## config.mk

```make
export PLATFORM = sky130hd
export DESIGN_NAME = decodeStage
export DESIGN_NICKNAME = d
export VERILOG_FILES = /design/src/decodePkg.sv /design/src/branchResolver.sv /design/src/controlDecoder.sv /design/src/decodeStage.sv /design/src/registerFile.sv
export SDC_FILE = /design/constraint.sdc
export NUM_CORES = 1
export LEC_CHECK = 0
export ABC_CLOCK_PERIOD_IN_PS = 6950
export BUFFER_PORTS_ARGS = -buffer_cell sky130_fd_sc_hd__buf_4
export CORE_AREA = 2 2 265 136
export CTS_CLUSTER_DIAMETER = 30
export DETAILED_ROUTE_END_ITERATION = 8
export DIE_AREA = 0 0 267 138
export GPL_TIMING_DRIVEN = 0
export PLACE_DENSITY_LB_ADDON = 0.2
export SLEW_MARGIN = 10
export SYNTH_ARGS = -nofsm -noshare
export SYNTH_HDL_FRONTEND = slang
export SYNTH_SLANG_ARGS = --single-unit
```

## constraint.sdc

```tcl
create_clock -name clk -period 6.95 [get_ports clk]
set_input_delay 0 -clock clk [delete_from_list [all_inputs] [get_ports clk]]
set_output_delay 0 -clock clk [all_outputs]
set_load 0.02 [all_outputs]
```

## src/decodePkg.sv

```systemverilog
`default_nettype none

package decodePkg;

    // Datapath sizes
    localparam int dataWidth    = 16;
    localparam int regAddrWidth = 3;
    localparam int numRegs      = 8;

    // Handler entry for the illegal-instruction trap
    localparam logic [dataWidth-1:0] trapVector = 16'h0002;

    // Opcode field in InstIn[15:11]
    typedef enum logic [4:0] {
        HALT  = 5'b00000,
        NOP   = 5'b00001,
        SIIC  = 5'b00010,
        RTI   = 5'b00011,
        J     = 5'b00100,
        JR    = 5'b00101,
        JAL   = 5'b00110,
        JALR  = 5'b00111,
        ADDI  = 5'b01000,
        SUBI  = 5'b01001,
        XORI  = 5'b01010,
        ANDNI = 5'b01011,
        BEQZ  = 5'b01100,
        BNEZ  = 5'b01101,
        BLTZ  = 5'b01110,
        BGEZ  = 5'b01111,
        ST    = 5'b10000,
        LD    = 5'b10001,
        STU   = 5'b10011,
        LBI   = 5'b11000,
        ALUR  = 5'b11011
    } opcodeT;

    // Source of the destination register address
    typedef enum logic [1:0] {
        DST_RT,
        DST_RD,
        DST_RS,
        DST_R7
    } regDstT;

    // Kind of control transfer
    typedef enum logic [2:0] {
        TGT_NONE,
        TGT_COND,
        TGT_PCREL,
        TGT_REGREL,
        TGT_TRAP,
        TGT_RTI
    } targetSelT;

endpackage

`default_nettype wire

```

## src/branchResolver.sv

```systemverilog
`timescale 1ns/1ns
`default_nettype none

module branchResolver (
    input  logic                           clk,
    input  logic                           rst,
    input  decodePkg::targetSelT           targetSel,
    input  logic [decodePkg::dataWidth-1:0] inst,
    input  logic [decodePkg::dataWidth-1:0] pcPlus2,
    input  logic [decodePkg::dataWidth-1:0] rs,
    output logic                           branch,
    output logic [decodePkg::dataWidth-1:0] pcBranch
);
    import decodePkg::*;

    logic [dataWidth-1:0] imm8;
    logic [dataWidth-1:0] disp11;
    logic [dataWidth-1:0] epc;
    logic                 rsZero;
    logic                 rsNeg;
    logic                 condTaken;

    assign imm8   = {{(dataWidth-8){inst[7]}}, inst[7:0]};
    assign disp11 = {{(dataWidth-11){inst[10]}}, inst[10:0]};

    assign rsZero = (rs == '0);
    assign rsNeg  = rs[dataWidth-1];

    // Condition code sits in the low opcode bits
    always_comb begin
        case (inst[12:11])
            2'b00:   condTaken = rsZero;
            2'b01:   condTaken = !rsZero;
            2'b10:   condTaken = rsNeg;
            default: condTaken = !rsNeg;
        endcase
    end

    always_comb begin
        branch   = 1'b0;
        pcBranch = pcPlus2;
        case (targetSel)
            TGT_COND: begin
                branch   = condTaken;
                pcBranch = pcPlus2 + imm8;
            end
            TGT_PCREL: begin
                branch   = 1'b1;
                pcBranch = pcPlus2 + disp11;
            end
            TGT_REGREL: begin
                branch   = 1'b1;
                pcBranch = rs + imm8;
            end
            TGT_TRAP: begin
                branch   = 1'b1;
                pcBranch = trapVector;
            end
            TGT_RTI: begin
                branch   = 1'b1;
                pcBranch = epc;
            end
            default: begin
                branch   = 1'b0;
                pcBranch = pcPlus2;
            end
        endcase
    end

    // Return address for RTI
    always_ff @(posedge clk) begin
        if (rst) begin
            epc <= '0;
        end else if (targetSel == TGT_TRAP) begin
            epc <= pcPlus2;
        end
    end

endmodule

`default_nettype wire

```

## src/controlDecoder.sv

```systemverilog
`timescale 1ns/1ns
`default_nettype none

module controlDecoder (
    input  logic [4:0]           opcode,
    output logic                 RegWrite,
    output logic                 DMemWrite,
    output logic                 DMemEn,
    output logic                 MemToReg,
    output logic                 DMemDump,
    output logic                 err,
    output decodePkg::regDstT    regDst,
    output decodePkg::targetSelT targetSel
);
    import decodePkg::*;

    always_comb begin
        // Inactive values unless an opcode overrides them
        RegWrite  = 1'b0;
        DMemWrite = 1'b0;
        DMemEn    = 1'b0;
        MemToReg  = 1'b0;
        DMemDump  = 1'b0;
        err       = 1'b0;
        regDst    = DST_RT;
        targetSel = TGT_NONE;

        case (opcodeT'(opcode))
            HALT: begin
                DMemDump = 1'b1;
            end
            NOP: begin
            end
            SIIC: begin
                targetSel = TGT_TRAP;
            end
            RTI: begin
                targetSel = TGT_RTI;
            end
            J: begin
                targetSel = TGT_PCREL;
            end
            JR: begin
                targetSel = TGT_REGREL;
            end
            // Link into r7
            JAL: begin
                RegWrite  = 1'b1;
                regDst    = DST_R7;
                targetSel = TGT_PCREL;
            end
            JALR: begin
                RegWrite  = 1'b1;
                regDst    = DST_R7;
                targetSel = TGT_REGREL;
            end
            ADDI, SUBI, XORI, ANDNI: begin
                RegWrite = 1'b1;
                regDst   = DST_RT;
            end
            BEQZ, BNEZ, BLTZ, BGEZ: begin
                targetSel = TGT_COND;
            end
            ST: begin
                DMemEn    = 1'b1;
                DMemWrite = 1'b1;
            end
            LD: begin
                DMemEn   = 1'b1;
                MemToReg = 1'b1;
                RegWrite = 1'b1;
                regDst   = DST_RT;
            end
            // Store with base register update
            STU: begin
                DMemEn    = 1'b1;
                DMemWrite = 1'b1;
                RegWrite  = 1'b1;
                regDst    = DST_RS;
            end
            LBI: begin
                RegWrite = 1'b1;
                regDst   = DST_RS;
            end
            ALUR: begin
                RegWrite = 1'b1;
                regDst   = DST_RD;
            end
            default: begin
                err = 1'b1;
            end
        endcase
    end

endmodule

`default_nettype wire

```

## src/decodeStage.sv

```systemverilog
`timescale 1ns/1ns
`default_nettype none

module decodeStage (
    input  logic                              clk,
    input  logic                              rst,
    input  logic [decodePkg::dataWidth-1:0]    InstIn,
    input  logic [decodePkg::dataWidth-1:0]    pcPlus2In,
    input  logic [decodePkg::dataWidth-1:0]    wbWriteData,
    input  logic                              wbRegWrite,
    input  logic [decodePkg::regAddrWidth-1:0] wbRdAddr,
    output logic [decodePkg::dataWidth-1:0]    InstOut,
    output logic [decodePkg::dataWidth-1:0]    pcPlus2Out,
    output logic [decodePkg::dataWidth-1:0]    Rs,
    output logic [decodePkg::dataWidth-1:0]    Rt,
    output logic                              RegWrite,
    output logic                              DMemWrite,
    output logic                              DMemEn,
    output logic                              MemToReg,
    output logic                              DMemDump,
    output logic [decodePkg::regAddrWidth-1:0] RdAddr,
    output logic [decodePkg::dataWidth-1:0]    pcBranch,
    output logic                              branch,
    output logic                              err
);
    import decodePkg::*;

    logic [4:0]              opcode;
    logic [regAddrWidth-1:0] rsSel;
    logic [regAddrWidth-1:0] rtSel;
    logic [regAddrWidth-1:0] rdSel;
    regDstT                  regDst;
    targetSelT               targetSel;

    // Instruction fields
    assign opcode = InstIn[15:11];
    assign rsSel  = InstIn[10:8];
    assign rtSel  = InstIn[7:5];
    assign rdSel  = InstIn[4:2];

    assign InstOut    = InstIn;
    assign pcPlus2Out = pcPlus2In;

    controlDecoder ctrl (
        .opcode    (opcode),
        .RegWrite  (RegWrite),
        .DMemWrite (DMemWrite),
        .DMemEn    (DMemEn),
        .MemToReg  (MemToReg),
        .DMemDump  (DMemDump),
        .err       (err),
        .regDst    (regDst),
        .targetSel (targetSel)
    );

    registerFile regFile (
        .clk       (clk),
        .rst       (rst),
        .readSel1  (rsSel),
        .readSel2  (rtSel),
        .writeSel  (wbRdAddr),
        .writeData (wbWriteData),
        .writeEn   (wbRegWrite),
        .readData1 (Rs),
        .readData2 (Rt)
    );

    always_comb begin
        case (regDst)
            DST_RT: RdAddr = rtSel;
            DST_RD: RdAddr = rdSel;
            DST_RS: RdAddr = rsSel;
            DST_R7: RdAddr = regAddrWidth'(numRegs - 1);
        endcase
    end

    branchResolver resolver (
        .clk       (clk),
        .rst       (rst),
        .targetSel (targetSel),
        .inst      (InstIn),
        .pcPlus2   (pcPlus2In),
        .rs        (Rs),
        .branch    (branch),
        .pcBranch  (pcBranch)
    );

endmodule

`default_nettype wire

```

## src/registerFile.sv

```systemverilog
`timescale 1ns/1ns
`default_nettype none

module registerFile (
    input  logic                              clk,
    input  logic                              rst,
    input  logic [decodePkg::regAddrWidth-1:0] readSel1,
    input  logic [decodePkg::regAddrWidth-1:0] readSel2,
    input  logic [decodePkg::regAddrWidth-1:0] writeSel,
    input  logic [decodePkg::dataWidth-1:0]    writeData,
    input  logic                              writeEn,
    output logic [decodePkg::dataWidth-1:0]    readData1,
    output logic [decodePkg::dataWidth-1:0]    readData2
);
    import decodePkg::*;

    logic [dataWidth-1:0] regs [numRegs];

    logic bypass1;
    logic bypass2;

    always_ff @(posedge clk) begin
        if (rst) begin
            for (int i = 0; i < numRegs; i++) begin
                regs[i] <= '0;
            end
        end else if (writeEn) begin
            regs[writeSel] <= writeData;
        end
    end

    // Write-through so a same-cycle write-back is seen by decode
    assign bypass1 = writeEn && (writeSel == readSel1);
    assign bypass2 = writeEn && (writeSel == readSel2);

    assign readData1 = bypass1 ? writeData : regs[readSel1];
    assign readData2 = bypass2 ? writeData : regs[readSel2];

endmodule

`default_nettype wire

```

Word level (Yosys, flattened, before mapping):

Memories as Yosys holds them, arrays and structs flattened.
Cells that the tools add are included.

* memories kept: 1
* memory bits (writable): 128
* bits in registers: 16
* output and inout bits: 90

* add/sub/neg operators: 3
* multiplexer cells: 22
* equality and inequality tests: 32
* reductions and logical operators: 19

Memories
* regFile.regs: depth 8, bits a word 16, read ports 2, clocked after memory_dff 0, write ports 8, line registerFile.sv:17 `logic [dataWidth-1:0] regs [numRegs];`

Operators with widths (count)
* 16-bit case mux with 5 select lines: 1
* 16-bit adder: 3
* 16-bit 2-to-1 mux: 3
* 5-bit by 4-bit == test with 1-bit output, second input constant: 8
* 5-bit == test, second input constant: 5
* 21-bit OR reduction: 1
* 5-bit by 3-bit == test with 1-bit output, second input constant: 4
* 16-bit logical NOT: 1
* 16-bit OR reduction: 1
* 3-bit case mux with 5 select lines: 1
* 1-bit 2-to-1 mux: 12
* 3-bit case mux with 4 select lines: 1
* 5-bit by 2-bit == test with 1-bit output, second input constant: 2
* 10-bit OR reduction: 1
* 2-bit OR reduction: 5
* 4-bit OR reduction: 2
* 2-bit == test, second input constant: 3
* 3-bit by 2-bit == test with 1-bit output, second input constant: 2
* 3-bit == test: 2
* 3-bit == test, second input constant: 2
* 2-bit case mux with 3 select lines: 1
* 5-bit by 1-bit == test with 1-bit output, second input constant: 1
* 5-bit logical NOT: 1
* 2-bit by 1-bit == test with 1-bit output, second input constant: 2
* other kinds (8): 11

Longest topological paths before layout:

Gate-level depths: netlist (run 1).

* word-level depth: 7
* gate-level depth with buffers: 16

Modules after synthesis:

From an unflattened synthesis (run 1), not the netlist that was laid out.

* cells, all modules: 873
* area total of the unflattened synthesis: 10631.4 um2

Modules (own cells, without submodules)
* registerFile: area an instance 7453.4 um2, times used 1, cells each 445, sequential area each 3843.7 um2
* branchResolver: area an instance 2668.8 um2, times used 1, cells each 360, sequential area each 320.3 um2
* decodeStage: area an instance 309.0 um2, times used 1, cells each 39, sequential area each 0.0 um2
* controlDecoder: area an instance 200.2 um2, times used 1, cells each 29, sequential area each 0.0 um2

Worst setup path before layout (run 1):

No wires, ideal clock.

* path kind: input port to output port
* start: in InstIn[8] (netlist name)
* end: out pcBranch[10] (netlist name)
* stages on the path: 15
* slack: 3681 ps
* data arrival time: 3269 ps
* cells stage by stage: buf_6 buf_2 mux4_2 mux2_2 mux2i_1 o21ai_0 ha_1 fa_1 nand3_1 a21oi_1 nor3_1 o21ai_0 xor2_1 a222oi_1 o21ai_0

* word-level cells in the longest chain between the ends: 5

RTL lines
* start: declaration: line decodeStage.sv:7 `input logic [decodePkg::dataWidth-1:0] InstIn,`
* branches (longest 4 deep; another with memory 8 x 16 bit)
* 16-bit case mux with 5 select lines (*): line branchResolver.sv:42 `case (targetSel)`
* end: declaration: line decodeStage.sv:22 `output logic [decodePkg::dataWidth-1:0] pcBranch,`

Every way passes the cells marked *.

Worst setup path in the final report (run 1):

* start: in InstIn[9] (netlist name)
* end: out pcBranch[15] (netlist name)

Same word-level chain as after synthesis.

==> metrics.cfg, run 1 <==
[status]
status=completed

[final_layout]
fin_area_um2=12900
fin_nets=1200
seqCellArea_um2=4160
antenna_cells=0
fillers=3483
syn_to_final_growth_pct=25.5
multiInputGateArea_um2=5510
drive_above_1_share=0.266

[sta]
finalSetupViolCount=0
period_needed_ns=4.91
grt_setup_unrepaired=false
max_slew.worst_pin.slew_ns=1.23
relSlewSlack=0.178
hold_viol=0
drv_slew=0
clock_skew_ns=0
fin_setup_tns_ns=0
max_freq_mhz=204
fin_crit_sh=0.707

[clock_network]
clock_latency_ns=0.45
cts_buffers=17
clockBufferDepth=2
post_cts_buffers=0
htree_num_levels=4
clock_sinks=144
cts_root_buffer=clkbuf_16
tritoncts=done
clk_pin_slew_ns=0.07

[global_routing]
overflow=0
grt_max_degree=17
grt_pass1_wl_um=53600
grt.total_usage=0.203
antenna_found_initial=2
grt_pass1_vias=7758

[route]
post-route-drc-count=0
via_count=8467
ant_nets=0
viasPerCell=5.27
drt-initial-drc-count=1185
wirelength_um=37400
drtPass1Iterations=5
routedWlPerCell_um=23.3

[yosys]
synth_top_cell_by_area=edfxtp_1
synth-edff-count=128
async_reset_ff_frac=0
yosysWarnings=0
yosysSeqAreaShare=0.406
syn_area_um2=10300
synth_nets=1011
avgSynthCellArea_um2=11.1
ys_types=68
synth_top_area_frac=0.375
synth-seq-cells=144
synthCells=921
synthFlopType=edfxtp_1
synth.area.top_cells=edfxtp_1 (37%), mux4_2 (12%), and2_1 (7.6%), ha_1 (4.1%), mux2i_1 (3.3%)

[power]
p_leak_nw=5.04
vdd_drop_max_v=0.000138
power_mw=2.78
p_per_area_nw_per_um2=216

[place]
placed_area_um2=11900
gp_congestion=0.926
hpwl_um=27800
port_buffers=139

[die]
die_w_um=267
io_pins=144
dieArea_um2=36800
num_rows=49
fp.dieH_um=138
core-area_um2=35000
start_util=0.293

[run]
max_cap_violations=0

[critical_path]
rr_worst_depth=2
r2r_setup_slack_ns=6.31
path_max_fanout=10
r2r-end=resolver.epc[0]
worstSetupEndpointType=output port
worstPathCellList=buf_4, buf_2, buf_1, mux4_2, mux2_2, mux2i_1, o21ai_0, ha_1, a211oi_1, o2111ai_1, o211ai_1, a31oi_1, and3b_1, nor4_1, nand3_1, buf_4
critPathSlowestCell=buf_1
crit_type=in2out
r2r_start=resolver.epc[0]
cp-start-kind=input pin
setup.worst_path.start=InstIn[9]
critical_path.max_stage_delay_ns=0.61
worstPathRequired_ns=6.95
cpMostUsedCell=buf_4
arrival_ns=4.91

[worst_hold_path]
hold_start=wbRdAddr[1]
min_delay_path_depth=2
holdCritPathClass=in2reg
min_to=regFile.regs[0][15]

==> synthesized netlist by cell type, types with 10 or more instances <==
cell and n:
dfxtp_1 16, nand2_1 68, a21oi_1 56, nor2_1 44, inv_1 20, mux2i_1 34
o21ai_0 44, nor3_1 15, and2_1 125, mux4_2 56, mux2_2 17, edfxtp_1 128
clkbuf_1 35, xor2_1 12, ha_1 34, a222oi_1 10, buf_4 32, xnor2_1 15
nor2b_1 11
==> worst max-delay path by stage <==
stage	to	cells after the start
after floorplan	pcBranch[10]	15
after global placement	pcBranch[15]	16
after detailed placement	pcBranch[15]	16
after CTS	pcBranch[15]	16
after global routing	pcBranch[15]	16
final	pcBranch[15]	16
==> kinds of logic (layout without fill, tap and decap cells) <==
group	after synthesis	count (layout)	synth area share
multiplexers	117	117	0.198
buffers and inverters	110	312	0.0561
flip-flops	144	144	0.406
adder cells (fa/ha/maj)	36	36	0.0454
XOR/XNOR	27	27	0.0231
AND/OR/NAND/NOR	319	319	0.168
AO/OA/AOI/OAI	168	168	0.103
==> critical path: cells and delay by family <==
kind	cells	cell delay, ns
AO/OA/AOI/OAI	5	1.15
AND/OR/NAND/NOR	3	0.99
buffers and inverters	4	1.19
multiplexers	3	1.24
adder cells (fa/ha/maj)	1	0.34
==> layout make-up <==
class                   count  area share
plain buffers              88      0.0383
flip-flops and latches    144       0.324
well taps                 484      0.0471
inverters                  22     0.00642
multi-input cells         667       0.429
clock buffers              19      0.0337
repair buffers            170       0.105
clock inverters            13      0.0168
==> per-layer routing <==
layer / global-route usage / vias to the layer above / wire [um] / share of wire
met3: 0.0581 / 40 / 3690 / 0.099
li1: - / 3812 / - / -
met2: 0.260 / 378 / 14600 / 0.39
met4: 0.0529 / 2 / 673 / 0.018
met5: 0 / - / 11 / 0.00029
met1: 0.326 / 4235 / 18400 / 0.49
==> report_power, final <==
part           leakage, nW  switching (mW)  internal [mW]
sequential            1.36          0.0231          0.992
clock                0.309           0.386          0.668
combinational         3.37           0.409          0.299
==> state kept, by name, summed over array words and instances, names as in the netlist <==
| name | cells |
|---|---|
| regFile.regs | 128 |
| resolver.epc | 16 |
==> placed cells by master (no fill, tap or decap), types with 10 or more instances in the layout <==
cell	n
clkbuf_16	17
mux4_2	56
inv_1	20
a222oi_1	10
dlygate4sd3_1	31
nor2b_1	11
nand2_1	68
and2_1	125
o21ai_0	44
nor2_1	44
nor3_1	15
xor2_1	12
a21oi_1	56
edfxtp_1	128
mux2_2	17
buf_4	171
mux2i_1	34
ha_1	34
xnor2_1	15
clkbuf_1	37
dfxtp_1	16
==> timing repair <==
action | 4_1_cts | 5_1_grt
resized for setup | 0 | 0
endpoints found under the setup margin | 0 | 0
hold endpoints to repair | 136 | 0
hold buffers | 31 | 0
==> metrics by stage <==
step	hold slack, ns	std cells	setup WS (ns)	util
after floorplan	0.113	921	3.68	-
after global placement	0.198	1544	2.19	0.340
after detailed placement	0.198	1544	2.19	0.340
after CTS	0.00155	1607	2.19	0.367
after global routing	0.0290	1607	1.94	0.367
final	0.0258	1607	2.04	0.367
(Power assumes the default switching activity.)
==> inputs of run 2 (changes only) <==
--- a/config.mk
+++ b/config.mk
@@ -5,7 +5,7 @@
 export SDC_FILE = /design/constraint.sdc
 export NUM_CORES = 1
 export LEC_CHECK = 0
-export ABC_CLOCK_PERIOD_IN_PS = 6950
+export ABC_CLOCK_PERIOD_IN_PS = 4700
 export BUFFER_PORTS_ARGS = -buffer_cell sky130_fd_sc_hd__buf_4
 export CORE_AREA = 2 2 265 136
 export CTS_CLUSTER_DIAMETER = 30
==> constraint.sdc (replaced) <==
create_clock -name clk -period 4.7 [get_ports clk]
set_input_delay 0 -clock clk [delete_from_list [all_inputs] [get_ports clk]]
set_output_delay 0 -clock clk [all_outputs]
set_load 0.02 [all_outputs]
==> run 2 against run 1 <==
- worst setup slack got worse by 1.9 ns
- clock power rose by 49%
- design area rose by 0.19%
- die area did not move
- non-clock buffer count did not move
- sequential cell count did not move
- clock skew did not move
- power rose by 48%
- utilization rose by 0.068 points
- critical path depth fell by 3
- largest cell class unchanged
==> metrics.cfg, run 2 (same netlist as run 1, synthesis figures left out) <==
[status]
status=completed

[sta]
relSlewSlack=0.141
period_needed_ns=4.54
clock_skew_ns=0
drv_slew=0
hold_viol=0
finalSetupViolCount=0
max_slew.worst_pin.slew_ns=1.29
fin_crit_sh=0.965
max_freq_mhz=220

[place]
port_buffers=139
gp_congestion=0.926
hpwl_um=27800
placed_cells=1544

[critical_path]
critPathSlowestCell=mux4_1
critical_path.max_stage_delay_ns=0.50
worstPathRequired_ns=4.70
setup.worst_path.start=regFile.regs[5][5]
cp_num_buf_inv=1
cpMostUsedCell=o21a_1
cp.depth=13
r2r_setup_slack_ns=4.06
endpoint=pcBranch[15]
path_max_fanout=4
r2r_start=resolver.epc[0]
crit_type=reg2out
rr_worst_depth=2
r2r-end=resolver.epc[0]
critPathTopFamily=multiplexers
worstPathCellList=mux4_1, mux2_2, mux2i_1, o21ai_0, ha_1, o21a_1, o21a_1, o211ai_1, a31oi_1, and3b_1, nor4_2, nand3_1, buf_4
arrival_ns=4.54
cp-start-kind=flip-flop
worstSetupEndpointType=output port

[global_routing]
grt_max_degree=17
grt_pass1_wl_um=53600
grt.total_usage=0.203
antenna_found_initial=2
grt_pass1_vias=7758
overflow=0

[route]
via_count=8454
routedWlPerCell_um=23.3
drt-initial-drc-count=1139
post-route-drc-count=0
wirelength_um=37400
ant_nets=0
viasPerCell=5.26
drtPass1Iterations=7

[final_layout]
layout_common_cells=buf_4 (171), edfxtp_1 (128), and2_1 (125), nand2_1 (68)
reg_top3=regFile.regs x128, resolver.epc x16
utilization=0.368
fillers=3480
antenna_cells=0
drive_above_1_share=0.270
fin_nets=1200
final_common_cell=buf_4
registers.top_by_ff_count=regFile.regs
stdcell_count=1607
syn_to_final_growth_pct=25.7
largest_reg_flops=128

[clock_network]
clock_latency_ns=0.45
cts_root_buffer=clkbuf_16
cts_buffers=17
htree_num_levels=4
clock_sinks=144
tritoncts=done
post_cts_buffers=0
clockBufferDepth=2
clk_pin_slew_ns=0.07

[run]
max_cap_violations=0

[die]
fp.dieH_um=138
core-area_um2=35000
dieArea_um2=36800
die_w_um=267
start_util=0.293
io_pins=144
num_rows=49

[power]
power_switching_share=0.295
p_comb_frac=0.256
vdd_drop_max_v=0.000203
p_per_area_nw_per_um2=319
clkPwrFrac=0.379
p_int_mw=2.90
p_leak_nw=5.03
p_seq_frac=0.365
p_switching_mw=1.21

[worst_hold_path]
holdCritPathClass=in2reg

run 2: changes by cell type in the layout (fill, tap and decap cells not counted):
cell     before  now
mux2i_1      34   32
buf_1         9    8
buf_2         9   10
mux2i_2       2    3
mux2i_4       0    1
nor4_1        4    3
nor4_2        2    3
run 2: layer usage:
metal	up-vias	global-route usage	part of all wire
met5	-	0	0.00029
met4	2	0.0529	0.016
met3	32	0.0581	0.097
met2	369	0.260	0.39
met1	4230	0.326	0.49
li1	3821	-	-
run 2: what timing repair did:
action | 4_1_cts | 5_1_grt
endpoints found under the hold margin | 136 | 0
resized for setup | 2 | 3
cloned | 0 | 0
setup endpoints to repair | 1 | 1
hold buffers | 31 | 0
run 2: worst min path at each step:
stage / from / endpoint / slack, ns / cells past startpoint
after floorplan: InstIn[0] / InstOut[0] / 0.11 / 1
after global placement: InstIn[13] / InstOut[13] / 0.20 / 2
after detailed placement: InstIn[13] / InstOut[13] / 0.20 / 2
after CTS: wbRdAddr[1] / regFile.regs[0][15] / 0.002 / 2
after global routing: wbRdAddr[1] / regFile.regs[4][15] / 0.03 / 2
final: wbRdAddr[1] / regFile.regs[0][15] / 0.02 / 2
run 2: power by group through the flow:
stage          combinational (mW)  clock, mW  sequential (mW)
4_1_cts                      1.04       1.57             1.50
2_1_floorplan               0.615          0             1.51
5_1_grt                      1.12       1.63             1.51
3_5_place_dp                 1.01          0             1.53
3_3_place_gp                 1.01          0             1.53
6_report                     1.05       1.56             1.50
run 2: stage by stage:
step	power, mW	area (um^2)	hold WS [ns]	TNS (ns)	setup slack (ns)
global route	4.25	12900	0.0290	-0.0128	-0.0128
finish	4.11	12900	0.0232	0	0.164
CTS	4.11	12900	0.00155	0	0.0238
global placement	2.54	11900	0.198	-0.0640	-0.0640
detailed placement	2.54	11900	0.198	-0.0577	-0.0577
floorplan	2.13	10300	0.113	0	1.43
run 2: final cells by class:
class,count,area [um^2],share of cell area
multi-input cells,667,5540,0.430
repair buffers,170,1350,0.105
inverters,22,82.6,0.00641
plain buffers,88,494,0.0384
flip-flops and latches,144,4160,0.323
clock inverters,13,216,0.0168
well taps,484,606,0.0470
clock buffers,19,433,0.0336
